`src/hdl/oled_pkg.sv`:
```
// ~~~~~~~~~~~~~~~~~~~~
// Shared definitions for the SSD1331 hex display controller.
// Panel geometry, state types, init command table and digit font.
// ~~~~~~~~~~~~~~~~~~~~
package oled_pkg;

  localparam int OLED_WIDTH  = 96;
  localparam int OLED_HEIGHT = 64;
  localparam int TEXT_ROWS   = 16; // Digit band at scale 2.
  localparam int DIGITS      = 8;
  localparam int CELL_WIDTH  = 12;
  localparam int INIT_LEN    = 38;

  typedef logic [7:0] pixel_t; // RGB332.

  typedef enum logic [1:0] {
    ADDR_VALUE = 2'd0,
    ADDR_FG    = 2'd1,
    ADDR_BG    = 2'd2
  } reg_addr_e;

  typedef enum logic [1:0] {
    S_RESET,
    S_WAKE,
    S_INIT,
    S_PIXELS
  } seq_state_e;

  // ~~~~~~~~~~~~~~~~~~~~
  // Panel init commands sent with D/C low.
  // ~~~~~~~~~~~~~~~~~~~~
  function automatic logic [7:0] init_byte(input logic [5:0] idx);
    case (idx)
      6'd0:  return 8'hAE; // Display off.
      6'd1:  return 8'h2E; // Scrolling off.
      6'd2:  return 8'hA0; // Remap for 256 colour mode.
      6'd3:  return 8'h20;
      6'd4:  return 8'hA1; // Start line.
      6'd5:  return 8'h00;
      6'd6:  return 8'hA2; // Vertical offset.
      6'd7:  return 8'h00;
      6'd8:  return 8'hA4; // Normal display.
      6'd9:  return 8'hA8; // Multiplex 1/64.
      6'd10: return 8'h3F;
      6'd11: return 8'hAD; // External Vcc.
      6'd12: return 8'h8E;
      6'd13: return 8'hB0; // Power save off.
      6'd14: return 8'h0B;
      6'd15: return 8'hB1; // Phase lengths.
      6'd16: return 8'h31;
      6'd17: return 8'hB3; // Clock divider and oscillator.
      6'd18: return 8'hF0;
      6'd19: return 8'h8A; // Precharge A, B, C.
      6'd20: return 8'h64;
      6'd21: return 8'h8B;
      6'd22: return 8'h78;
      6'd23: return 8'h8C;
      6'd24: return 8'h64;
      6'd25: return 8'h81; // Contrast A, B, C.
      6'd26: return 8'h91;
      6'd27: return 8'h82;
      6'd28: return 8'h50;
      6'd29: return 8'h83;
      6'd30: return 8'h7D;
      6'd31: return 8'h15; // Columns 0 to 95.
      6'd32: return 8'h00;
      6'd33: return 8'h5F;
      6'd34: return 8'h75; // Rows 0 to 63.
      6'd35: return 8'h00;
      6'd36: return 8'h3F;
      6'd37: return 8'hAF; // Display on.
      default: return 8'hE3; // NOP.
    endcase
  endfunction

  // ~~~~~~~~~~~~~~~~~~~~
  // 5x8 hex font with a blank row 7.
  // ~~~~~~~~~~~~~~~~~~~~
  function automatic logic [4:0] font_row(input logic [3:0] digit, input logic [2:0] row);
    logic [34:0] glyph;
    case (digit)
      4'h0: glyph = {5'b01110, 5'b10001, 5'b10011, 5'b10101, 5'b11001, 5'b10001, 5'b01110};
      4'h1: glyph = {5'b00100, 5'b01100, 5'b00100, 5'b00100, 5'b00100, 5'b00100, 5'b01110};
      4'h2: glyph = {5'b01110, 5'b10001, 5'b00001, 5'b00010, 5'b00100, 5'b01000, 5'b11111};
      4'h3: glyph = {5'b11111, 5'b00010, 5'b00100, 5'b00010, 5'b00001, 5'b10001, 5'b01110};
      4'h4: glyph = {5'b00010, 5'b00110, 5'b01010, 5'b10010, 5'b11111, 5'b00010, 5'b00010};
      4'h5: glyph = {5'b11111, 5'b10000, 5'b11110, 5'b00001, 5'b00001, 5'b10001, 5'b01110};
      4'h6: glyph = {5'b00110, 5'b01000, 5'b10000, 5'b11110, 5'b10001, 5'b10001, 5'b01110};
      4'h7: glyph = {5'b11111, 5'b00001, 5'b00010, 5'b00100, 5'b01000, 5'b01000, 5'b01000};
      4'h8: glyph = {5'b01110, 5'b10001, 5'b10001, 5'b01110, 5'b10001, 5'b10001, 5'b01110};
      4'h9: glyph = {5'b01110, 5'b10001, 5'b10001, 5'b01111, 5'b00001, 5'b00010, 5'b01100};
      4'hA: glyph = {5'b01110, 5'b10001, 5'b10001, 5'b10001, 5'b11111, 5'b10001, 5'b10001};
      4'hB: glyph = {5'b11110, 5'b10001, 5'b10001, 5'b11110, 5'b10001, 5'b10001, 5'b11110};
      4'hC: glyph = {5'b01110, 5'b10001, 5'b10000, 5'b10000, 5'b10000, 5'b10001, 5'b01110};
      4'hD: glyph = {5'b11100, 5'b10010, 5'b10001, 5'b10001, 5'b10001, 5'b10010, 5'b11100};
      4'hE: glyph = {5'b11111, 5'b10000, 5'b10000, 5'b11110, 5'b10000, 5'b10000, 5'b11111};
      default: glyph = {5'b11111, 5'b10000, 5'b10000, 5'b11110, 5'b10000, 5'b10000, 5'b10000};
    endcase
    if (row == 3'd7)
    begin
      return 5'b00000;
    end
    return glyph[34 - 5 * row -: 5]; // Top row in the high bits.
  endfunction

endpackage

```
`src/hdl/oled_byte_if.sv`:
```
// ~~~~~~~~~~~~~~~~~~~~
// Byte link from a byte source to the SPI shifter.
// ~~~~~~~~~~~~~~~~~~~~
`timescale 1ns/1ns

interface oled_byte_if;

  logic [7:0] byte_data;
  logic       byte_dc;   // High for pixel data.
  logic       start;     // One cycle only while busy is low.
  logic       busy;

  modport source (
    output byte_data, byte_dc, start,
    input  busy
  );

  modport shifter (
    input  byte_data, byte_dc, start,
    output busy
  );

endinterface

```
`src/hdl/oled_spi_tx.sv`:
```
// ~~~~~~~~~~~~~~~~~~~~
// SPI mode 3 byte shifter that sends MSB first.
// ~~~~~~~~~~~~~~~~~~~~
`timescale 1ns/1ns

module oled_spi_tx #(
  parameter int CLK_DIV = 2
) (
  input  logic          clk,
  input  logic          rst,
  oled_byte_if.shifter  link,
  output logic          oled_clk,
  output logic          oled_mosi,
  output logic          oled_dc
);

  localparam int DIV_W = (CLK_DIV > 1) ? $clog2(CLK_DIV) : 1;

  logic [DIV_W-1:0] div_cnt;
  logic [3:0]       half_cnt; // 16 half periods per byte.
  logic [7:0]       shreg;
  logic             busy_q;
  logic             sclk_q;
  logic             dc_q;
  logic             half_done;

  assign half_done = (div_cnt == DIV_W'(CLK_DIV - 1));

  always_ff @(posedge clk)
  begin
    if (rst)
    begin
      busy_q   <= 1'b0;
      sclk_q   <= 1'b1; // Idle high.
      dc_q     <= 1'b0;
      div_cnt  <= '0;
      half_cnt <= '0;
      shreg    <= '0;
    end
    else if (!busy_q)
    begin
      if (link.start)
      begin
        shreg    <= link.byte_data;
        dc_q     <= link.byte_dc;
        busy_q   <= 1'b1;
        div_cnt  <= '0;
        half_cnt <= '0;
      end
    end
    else if (half_done)
    begin
      div_cnt  <= '0;
      half_cnt <= half_cnt + 4'd1;
      sclk_q   <= ~sclk_q;
      // Next bit on each falling edge after the first.
      if (!half_cnt[0] && half_cnt != 4'd0)
        shreg <= {shreg[6:0], 1'b0};
      if (half_cnt == 4'd15)
        busy_q <= 1'b0; // Last rising edge.
    end
    else
      div_cnt <= div_cnt + 1'b1;
  end

  assign link.busy = busy_q;
  assign oled_clk  = sclk_q;
  assign oled_mosi = shreg[7];
  assign oled_dc   = dc_q;

endmodule

```
`src/hdl/oled_cmd_seq.sv`:
```
// ~~~~~~~~~~~~~~~~~~~~
// Panel reset, init command sequence and handover to pixels.
// ~~~~~~~~~~~~~~~~~~~~
`timescale 1ns/1ns

module oled_cmd_seq import oled_pkg::*; #(
  parameter int RESET_CYCLES = 8
) (
  input  logic         clk,
  input  logic         rst,
  oled_byte_if.source  link,
  output logic         pixel_go,
  input  pixel_t       pixel_data,
  input  logic         pixel_start,
  output logic         oled_csn,
  output logic         oled_resn
);

  localparam int RST_W = $clog2(RESET_CYCLES + 1);

  seq_state_e       state;
  logic [RST_W-1:0] rst_cnt;
  logic [5:0]       init_idx;
  logic             init_left;

  assign init_left = (init_idx != 6'(INIT_LEN));

  // ~~~~~~~~~~~~~~~~~~~~
  // Sequencer FSM.
  // ~~~~~~~~~~~~~~~~~~~~
  always_ff @(posedge clk)
  begin
    if (rst)
    begin
      state    <= S_RESET;
      rst_cnt  <= '0;
      init_idx <= '0;
    end
    else
    begin
      case (state)
        S_RESET:
        begin
          if (rst_cnt == RST_W'(RESET_CYCLES - 1))
            state <= S_WAKE;
          else
            rst_cnt <= rst_cnt + 1'b1;
        end
        S_WAKE: state <= S_INIT;
        S_INIT:
        begin
          if (init_left)
          begin
            if (!link.busy)
              init_idx <= init_idx + 6'd1; // Byte starts this cycle.
          end
          else if (!link.busy)
            state <= S_PIXELS; // Last command fully sent.
        end
        S_PIXELS: state <= S_PIXELS;
      endcase
    end
  end

  assign pixel_go  = (state == S_PIXELS);
  assign oled_resn = (state != S_RESET);
  assign oled_csn  = (state == S_RESET) || (state == S_WAKE);

  // Link driven by the table, then by the renderer.
  assign link.byte_data = pixel_go ? pixel_data : init_byte(init_idx);
  assign link.byte_dc   = pixel_go;
  assign link.start     = pixel_go ? pixel_start
                                   : (state == S_INIT) && init_left && !link.busy;

endmodule

```
`src/hdl/oled_hex_render.sv`:
```
// ~~~~~~~~~~~~~~~~~~~~
// Pixel walker and hex digit renderer that runs one byte ahead.
// ~~~~~~~~~~~~~~~~~~~~
`timescale 1ns/1ns

module oled_hex_render import oled_pkg::*; (
  input  logic        clk,
  input  logic        rst,
  input  logic        pixel_go,
  input  logic        busy,
  input  logic [31:0] value,
  input  pixel_t      fg_color,
  input  pixel_t      bg_color,
  output pixel_t      pixel_data,
  output logic        pixel_start
);

  logic [6:0]  x;
  logic [5:0]  y;
  logic        pix_valid;
  pixel_t      pix_q;
  logic [31:0] snap_value;
  pixel_t      snap_fg;
  pixel_t      snap_bg;
  logic        at_origin;
  logic        load;
  logic [31:0] cur_value;
  pixel_t      cur_fg;
  pixel_t      cur_bg;
  logic [2:0]  digit;
  logic [3:0]  cell_col;
  logic [2:0]  glyph_col;
  logic [3:0]  nibble;
  logic [4:0]  glyph_bits;
  pixel_t      next_pixel;

  assign at_origin = (x == 7'd0) && (y == 6'd0);
  assign load      = pixel_go && !pix_valid;

  // Frame start uses the live registers, later pixels the snapshot.
  assign cur_value = at_origin ? value : snap_value;
  assign cur_fg    = at_origin ? fg_color : snap_fg;
  assign cur_bg    = at_origin ? bg_color : snap_bg;

  // ~~~~~~~~~~~~~~~~~~~~
  // Pixel rule.
  // ~~~~~~~~~~~~~~~~~~~~
  always_comb
  begin
    digit      = 3'(x / 7'(CELL_WIDTH));
    cell_col   = 4'(x % 7'(CELL_WIDTH));
    glyph_col  = cell_col[3:1]; // Scale 2.
    nibble     = cur_value[4 * (DIGITS - 1 - digit) +: 4];
    glyph_bits = font_row(nibble, y[3:1]);
    if (y >= 6'(TEXT_ROWS) || glyph_col == 3'd5)
      next_pixel = cur_bg;
    else if (glyph_bits[3'd4 - glyph_col])
      next_pixel = cur_fg;
    else
      next_pixel = cur_bg;
  end

  always_ff @(posedge clk)
  begin
    if (rst)
    begin
      x         <= '0;
      y         <= '0;
      pix_valid <= 1'b0;
    end
    else if (load)
      pix_valid <= 1'b1;
    else if (pixel_start)
    begin
      pix_valid <= 1'b0;
      if (x == 7'(OLED_WIDTH - 1))
      begin
        x <= '0;
        y <= (y == 6'(OLED_HEIGHT - 1)) ? 6'd0 : y + 6'd1;
      end
      else
        x <= x + 7'd1;
    end
  end

  always_ff @(posedge clk)
  begin
    if (load)
    begin
      pix_q <= next_pixel;
      if (at_origin)
      begin
        snap_value <= value;
        snap_fg    <= fg_color;
        snap_bg    <= bg_color;
      end
    end
  end

  assign pixel_data  = pix_q;
  assign pixel_start = pixel_go && pix_valid && !busy;

endmodule

```
`src/hdl/oled_regs.sv`:
```
// ~~~~~~~~~~~~~~~~~~~~
// Value and colour registers for the renderer.
// ~~~~~~~~~~~~~~~~~~~~
`timescale 1ns/1ns

module oled_regs import oled_pkg::*; (
  input  logic        clk,
  input  logic        rst,
  input  logic        wr_en,
  input  reg_addr_e   addr,
  input  logic [31:0] wdata,
  output logic [31:0] value,
  output pixel_t      fg_color,
  output pixel_t      bg_color
);

  always_ff @(posedge clk)
  begin
    if (rst)
    begin
      value    <= 32'h0000_0000;
      fg_color <= 8'hFF; // White on black.
      bg_color <= 8'h00;
    end
    else if (wr_en)
    begin
      case (addr)
        ADDR_VALUE: value <= wdata;
        ADDR_FG:    fg_color <= wdata[7:0];
        ADDR_BG:    bg_color <= wdata[7:0];
        default:
        begin
          // Address 3 is unused.
        end
      endcase
    end
  end

endmodule

```
`src/hdl/oled_hex_top.sv`:
```
// ~~~~~~~~~~~~~~~~~~~~
// SSD1331 hex value display, top level.
// ~~~~~~~~~~~~~~~~~~~~
`timescale 1ns/1ns

module oled_hex_top import oled_pkg::*; #(
  parameter int CLK_DIV      = 2,
  parameter int RESET_CYCLES = 8
) (
  input  logic        clk,
  input  logic        rst,
  input  logic        wr_en,
  input  logic [1:0]  addr,
  input  logic [31:0] wdata,
  output logic        oled_csn,
  output logic        oled_clk,
  output logic        oled_mosi,
  output logic        oled_dc,
  output logic        oled_resn
);

  logic [31:0] value;
  pixel_t      fg_color;
  pixel_t      bg_color;
  pixel_t      pixel_data;
  logic        pixel_start;
  logic        pixel_go;

  oled_byte_if byte_link ();

  oled_regs regs_i (
    .clk      (clk),
    .rst      (rst),
    .wr_en    (wr_en),
    .addr     (reg_addr_e'(addr)),
    .wdata    (wdata),
    .value    (value),
    .fg_color (fg_color),
    .bg_color (bg_color)
  );

  oled_hex_render render_i (
    .clk         (clk),
    .rst         (rst),
    .pixel_go    (pixel_go),
    .busy        (byte_link.busy),
    .value       (value),
    .fg_color    (fg_color),
    .bg_color    (bg_color),
    .pixel_data  (pixel_data),
    .pixel_start (pixel_start)
  );

  oled_cmd_seq #(
    .RESET_CYCLES (RESET_CYCLES)
  ) seq_i (
    .clk         (clk),
    .rst         (rst),
    .link        (byte_link.source),
    .pixel_go    (pixel_go),
    .pixel_data  (pixel_data),
    .pixel_start (pixel_start),
    .oled_csn    (oled_csn),
    .oled_resn   (oled_resn)
  );

  oled_spi_tx #(
    .CLK_DIV (CLK_DIV)
  ) spi_i (
    .clk       (clk),
    .rst       (rst),
    .link      (byte_link.shifter),
    .oled_clk  (oled_clk),
    .oled_mosi (oled_mosi),
    .oled_dc   (oled_dc)
  );

endmodule

```
`config.mk`:
```
export PLATFORM = sky130hd
export DESIGN_NAME = oled_hex_top
export DESIGN_NICKNAME = d
export VERILOG_FILES = /design/src/hdl/oled_pkg.sv /design/src/hdl/oled_byte_if.sv /design/src/hdl/oled_spi_tx.sv /design/src/hdl/oled_cmd_seq.sv /design/src/hdl/oled_hex_render.sv /design/src/hdl/oled_regs.sv /design/src/hdl/oled_hex_top.sv
export SDC_FILE = /design/constraint.sdc
export NUM_CORES = 1
export LEC_CHECK = 0
export BUFFER_PORTS_ARGS = -buffer_cell sky130_fd_sc_hd__buf_4
export CELL_PAD_IN_SITES_DETAIL_PLACEMENT = 0
export CELL_PAD_IN_SITES_GLOBAL_PLACEMENT = 1
export CORE_UTILIZATION = 30
export CTS_CLUSTER_DIAMETER = 150
export DETAILED_ROUTE_END_ITERATION = 6
export GPL_TIMING_DRIVEN = 1
export PLACE_DENSITY = 0.67
export REMOVE_ABC_BUFFERS = 1
export SYNTH_ARGS = -nofsm -noshare
export SYNTH_HDL_FRONTEND = slang
export SYNTH_SLANG_ARGS = --single-unit
```
`constraint.sdc`:
```
create_clock -name clk -period 5.12 [get_ports clk]
set_input_delay 1.536 -clock clk [delete_from_list [all_inputs] [get_ports clk]]
set_output_delay 1.536 -clock clk [all_outputs]
set_load 0.01 [all_outputs]
```
-- Yosys cells after proc, flatten, opt, wreduce, memory -nomap -nowiden
Memories as Yosys holds them, arrays and structs flattened. A register that Yosys moved wholly into a read port is not among the register bits.
Cells that the tools add are included.
Widths: inputs -> output; s select.
- $add $sub $neg: 9
- multiply operators: 1
- div/mod/pow operators: 2
- order comparisons: 2
- equal/unequal tests: 17
- shift-type cells: 2
- mux-type cells: 36
- bitwise gates (word level): 4
- reduce and logical (&&, ||, !) cells: 32
- operators with widths (operator ; number):
    $mux 8 ; 9
    $shiftx 39x33->5 ; 1
    $shiftx 32x33->4 ; 1
    $mux 32 ; 1
    $mux 6 ; 3
    $reduce_and 2->1 ; 8
    $add 6x1->6 const B ; 2
    $mux 1 ; 12
    $mux 4 ; 3
    $reduce_and 3->1 ; 4
    $mux 5 ; 2
    $add 4x1->4 const B ; 2
    $pmux 2 s4 ; 1
    $add 7x1->7 const B ; 1
    $div 7x4->7 const B ; 1
    $eq 7x7->1 const B ; 1
    $logic_and 1x1->1 ; 7
    $logic_not 7->1 ; 1
    $mod 7x4->7 const B ; 1
    $mux 7 ; 1
    $sub 6x6->7 const A ; 1
    $eq 2x2->1 const B ; 3
    $eq 3x3->1 const B ; 2
    $eq 6x6->1 const B ; 1
    other kinds (21) ; 36
- register bits: 146
- bits in read-only memories: 1072
- input port bits: 37
- output and inout port bits: 5
- logic and storage cells: 126
- memories kept: 2
- memories (name ; depth ; bits a word ; read ports ; clocked after memory_dff ; wr ports ; RTL line ; source):
    (name not given) ; 16 ; 35 ; 1 ; 0 ; 0 ; oled_pkg.sv:81 ; case (digit)
    (name not given) ; 64 ; 8 ; 1 ; 1 ; 0 ; oled_pkg.sv:33 ; case (idx)

-- Depth between registers and ports, before layout
An unclocked memory read counts as a cell.
- depth after elaboration: 11
- mapped depth: 26
- gate-level depth less buffers: 20

-- Modules after synthesis
Synthesis repeated with hierarchy kept, for this count alone.
- cell total of the unflattened synthesis: 1286
- area total of the unflattened synthesis: 11098.1 sq um
- modules (own cells, without submodules) (module ; times used ; cells each ; area each (sq um) ; sequential area each (sq um)):
    oled_hex_render ; 1 ; 810 ; 6658.9 ; 1961.9
    oled_regs ; 1 ; 202 ; 2118.3 ; 960.9
    oled_cmd_seq ; 1 ; 191 ; 1544.0 ; 400.4
    oled_spi_tx ; 1 ; 83 ; 777.0 ; 320.3

-- Worst setup path after synthesis
OpenSTA, ideal clock, no wires.
- kind: register to register
- from: reg render_i.y[1]
- to: reg render_i.pix_q[0], in the netlist render_i.pixel_data[0] (data pin)
- setup time: 167 ps
- arrival time: 5446 ps
- path slack: -493 ps
- stages on the path, launching flop included: 25
- period minus slack after synthesis: 5613 ps
- cells stage by stage: dfxtp_1 > clkinv_1 > clkbuf_1 > buf_1 > ha_1 > and4b_1 > nand3_4 > buf_6 > mux2_2 > o211ai_1 > nand4_1 > inv_1 > ha_1 > buf_2 > inv_1 > nor3_1 > o211a_1 > nor2_1 > a22o_1 > and2_1 > a211o_1 > a311o_1 > buf_2 > a22o_4 > a211oi_1
- longest elaborated chain between the ends: 11
- ends and longest elaborated chain (element ; RTL line ; source):
    start: declaration ; oled_hex_render.sv:19 ; logic [5:0] y;
    start signal: assignment ; oled_hex_render.sv:79 ; y <= (y == 6'(OLED_HEIGHT - 1)) ? 6'd0 : y + 6'd1;
    $logic_not 6->1 ; oled_hex_render.sv:37 ; assign at_origin = (x == 7'd0) && (y == 6'd0);
    $logic_and 1x1->1 ; oled_hex_render.sv:37 ;
    $mux 32 ; oled_hex_render.sv:41 ; assign cur_value = at_origin ? value : snap_value;
    net render_i.cur_value[29] ; oled_hex_render.sv:27 ; logic [31:0] cur_value;
    $shiftx 32x33->4 ; oled_hex_render.sv:53 ; nibble = cur_value[4 * (DIGITS - 1 - digit) +: 4];
    $mem_v2 16x35 ; n/a ;
    $shiftx 39x33->5 ; oled_pkg.sv:103 ; return glyph[34 - 5 * row -: 5];
    $mux 5 ; oled_pkg.sv:103 ;
    $bmux 1 s3 ; oled_hex_render.sv:57 ; else if (glyph_bits[3'd4 - glyph_col])
    $mux 1 (implied by the code) ; oled_hex_render.sv:57 ;
    $mux 8 ; oled_hex_render.sv:57 ;
    $mux 8 ; oled_hex_render.sv:55 ; if (y >= 6'(TEXT_ROWS) || glyph_col == 3'd5)
    net render_i.next_pixel[0] ; oled_hex_render.sv:35 ; pixel_t next_pixel;
    end signal: assignment ; oled_hex_render.sv:90 ; pix_q <= next_pixel;
    end: declaration ; oled_hex_render.sv:21 ; pixel_t pix_q;
The timed path passes the listed nets, and every way through them passes these cells. The select of a mux whose other input is x is not followed.
A chain may end at the register's enable or synchronous reset.

-- Worst setup path in the final report
- from: reg render_i.y[1]
- to: reg render_i.pix_q[6], in the netlist render_i.pixel_data[6] (data pin)
Same word-level chain as after synthesis.

==> flow_metrics.py <==
metrics = {
    "outcome": {
        "outcome": "finished, final reports clean",
    },
    "critical_path": {
        "rr_endpoint": "render_i.pixel_data[6]",
        "cp-end-kind": "register",
        "reg2regPathDepth": 19,
        "setup.worst_path.start_class": "register",
        "cp.arrival_ns": 5.19,
        "r2r_setup_slack_ns": 0.09,
        "required_ns": 5.29,
        "crit_type": "reg2reg",
        "cp_max_fo": 8,
        "timing.rr.start": "render_i.y[1]",
    },
    "power": {
        "power_density_nw_per_um2": 201.6,
        "power.static_leakage_uw": 0.005443,
        "netSwitchingFraction": 0.2497,
        "p_comb_frac": 0.098,
        "worst_ir_drop_vdd_uv": 192.2,
        "switching_power_uw": 708.5,
        "power_frac_seq": 0.456,
        "clock_power_share": 0.445,
        "p_int_uw": 2129,
    },
    "timing": {
        "final_hold_viol_count": 0,
        "tightest_slew_ns": 1.018,
        "finClkSkew_ns": 0.01598,
        "finalCriticalPeriod_ns": 5.027,
        "fin_hold_ws_ns": 0.4527,
        "rsz0062_at_grt": "true",
        "slew_viol_final": 0,
        "setup_viol": 0,
        "post-route-period-util": 0.9818,
        "fmax_ghz": 0.1989,
        "final.setup.worst_slack_ns": 0.09327,
        "relSlewSlack": 0.3158,
    },
    "detailed_routing": {
        "wl_mm": 42.07,
        "ant_nets": 0,
        "num_vias": 11750,
        "first_pass_iters": 6,
        "drc": 0,
        "viasPerCell": 5.630,
        "wl_per_cell_um": 20.16,
        "drt_iter0_markers": 1115,
    },
    "clock_tree": {
        "cts_buffer_depth": 2,
        "cts-root-buf": "clkbuf_16",
        "cts_hold_buffers": 0,
        "cts_made_buffers": 17,
        "clk_latency_ns": 0.44,
        "cts_tree": "done",
        "clkSlewWorstSetupHoldPaths_ns": 0.07,
        "htree_levels": 4,
        "clkSinkCount": 154,
    },
    "final_layout": {
        "nNetsFinal": 1638,
        "multi_input_area_um2": 7432,
        "syn2layout_area_growth_pct": 23.36,
        "seq_area_um2": 3645,
        "drive_gt1_frac": 0.2221,
        "num-fill-cells": 3920,
        "diodes": 0,
    },
    "yosys": {
        "netlist_area_um2": 11410,
        "syn_inst": 1435,
        "synth.top_cells.by_area": "dfxtp_1, edfxtp_1, nand2_1",
        "synth-edff-count": 56,
        "synthesis.area_per_instance_um2": 7.951,
        "synth_seq_cells": 154,
        "synth.distinct_cells": 106,
        "synth_top_area_cell": "dfxtp_1",
        "yosys_warnings": 0,
        "netlist.area_leader.share": 0.1719,
        "yosysSeqAreaShare": 0.3193,
        "async_flop_share": 0,
        "ys.flop_type": "dfxtp_1",
    },
    "die": {
        "rows": 71,
        "io_pins": 42,
        "fp.dieH_um": 197.0,
        "coreArea_um2": 37580,
        "dieArea_um2": 38820,
        "fp.dieW_um": 197.0,
        "start_util": 0.3036,
    },
    "place": {
        "place_ws_ns": -0.04331,
        "gp_congestion": 1.006,
        "portBuffers": 41,
        "dp.final_hpwl_mm": 31.26,
    },
    "global_route": {
        "antenna_found_initial": 0,
        "grt_pass1_wl_mm": 65.27,
        "grt_max_degree": 62,
        "grt.overflow.total": 0,
        "grt_pass1_vias": 11130,
        "grt_usage": 0.2166,
    },
    "worst_hold_path": {
        "hp-start": "regs_i.value[16]",
        "hold_path_class": "reg2reg",
        "hold_path_depth": 2,
        "whs_endpoint": "regs_i.value[16]",
    },
    "run": {
        "max-cap-violations": 0,
    },
}
cell usage in the layout (no fill, tap or decap), types with 7 or more instances in the layout:
cell type	instances
nand3b_1	17
a21o_1	8
clkbuf_16	19
o311ai_0	9
a31oi_1	16
edfxtp_1	56
buf_4	204
nand3_1	44
dfxtp_1	97
and3_1	10
o21ai_0	59
a221oi_1	15
or3_1	10
xnor2_1	16
a21oi_1	130
nor2b_1	7
ha_1	34
nand2b_1	9
o211ai_1	18
o22ai_1	7
a211oi_1	26
mux2i_1	25
a311oi_1	8
mux2_2	7
nand2_1	259
a211o_1	8
a22o_1	7
nor2_1	100
nor3_1	40
o31ai_1	9
xor2_1	12
nand4_1	18
inv_1	41
synthesized netlist by cell type (7+ instances only):
library cell and count:
nor3_1 42, a311oi_1 12, clkbuf_1 62, nand3b_1 17
nor4_1 12, a22o_1 7, a22oi_1 7, xor2_1 12
a211o_1 8, nand3_1 44, a211oi_1 29, o21ai_0 63
nand4_1 18, mux2_2 7, a21o_1 8, nor2_1 102
ha_1 36, a31oi_1 17, o211ai_1 18, a221oi_1 17
o22ai_1 7, edfxtp_1 56, and2_1 7, nand2b_1 9
o31ai_1 10, buf_2 21, dfxtp_1 98, nor2b_1 7
inv_1 43, buf_1 8, and3_1 10, or3_1 10
nand2_1 259, mux2i_1 29, a21oi_1 130, xnor2_1 16
o311ai_0 14
through the flow:
stage,instance area [um^2],cells,TNS [ns],power (uW),util
floorplan,10950,1335,-12.37,1451,-
global placement,13190,2051,0,1584,0.3510
detailed placement,13190,2051,-0.1290,1583,0.3510
CTS,13790,2083,0,2854,0.3669
global route,14070,2087,-0.2635,2939,0.3746
finish,14070,2087,0,2837,0.3746
routing by layer:
layer | part of all wire | GRT usage | vias up | wire, um
met5 | 0 | 0 | - | 0
met4 | 0.044 | 0.1034 | 0 | 1865
met3 | 0.063 | 0.03346 | 99 | 2635
met2 | 0.42 | 0.3161 | 472 | 17710
met1 | 0.47 | 0.3097 | 5576 | 19860
li1 | - | - | 5602 | -
flip-flops by register name, summed over array words and instances, names as in the netlist, 2 cells and up, named ones only:
register,cells
render_i.pixel_data,8
seq_i.state,2
regs_i.value,32
seq_i.init_idx,6
render_i.snap_bg,8
spi_i.half_cnt,4
render_i.snap_fg,8
regs_i.bg_color,8
render_i.y,6
render_i.x,7
render_i.snap_value,32
regs_i.fg_color,8
spi_i.shreg,8
seq_i.rst_cnt,4
worst max-delay path: stages (launching register included):
cell and delay (ns):
dfxtp_1 0.34, clkinv_1 0.08, ha_1 0.20, and4b_2 0.28
nand3_4 0.13, mux2_2 0.36, mux2_2 0.30, a21oi_2 0.18
and2_4 0.21, inv_1 0.07, buf_4 0.15, ha_2 0.22
or3_1 0.39, a32oi_2 0.28, a311oi_2 0.18, a2111oi_4 0.26
a311oi_2 0.17, a2111o_2 0.62, nor4_2 0.20, a211oi_1 0.12
power groups by stage:
stage / registers (uW) / logic [uW] / clock network, uW
after floorplan: 1320 / 133 / 0
after global placement: 1320 / 263 / 0
after detailed placement: 1320 / 262 / 0
after CTS: 1290 / 264 / 1300
after global routing: 1300 / 301 / 1340
final: 1290 / 279 / 1260
what timing repair did:
action | CTS | global route
pin swaps | 2 | 16
setup endpoints to repair | 8 | 8
gates cloned | 0 | 1
resized for setup | 7 | 61
setup buffers | 0 | 3
endpoints found under the hold margin | 0 | 0
worst max-delay path by stage:
stage,end,cells past startpoint,slack (ns),from
after floorplan,render_i.pixel_data[0],19,-1.55,render_i.y[1]
after global placement,render_i.pixel_data[7],20,0.06,render_i.y[1]
after detailed placement,render_i.pixel_data[2],19,-0.04,render_i.y[1]
after CTS,render_i.pixel_data[7],20,0.005,render_i.y[1]
after global routing,render_i.pixel_data[6],20,-0.06,render_i.y[1]
final,render_i.pixel_data[6],19,0.09,render_i.y[1]
cell families after synthesis:
| group | share of synthesized area |
|---|---|
| compound gates | 0.2760 |
| flops | 0.3193 |
| buf+inv | 0.05593 |
| xor+xnor | 0.02149 |
| simple gates | 0.2474 |
| mux | 0.03685 |
| fa+ha+maj | 0.04299 |
final cells by class:
class,instances,area share
clock buffers,22,0.03458
clock inverters,10,0.006134
inverters,48,0.01298
multi-input cells,1134,0.5280
flip-flops and latches,154,0.2590
well taps,511,0.04543
repair buffers,208,0.1139
(Power assumes the default switching activity.)
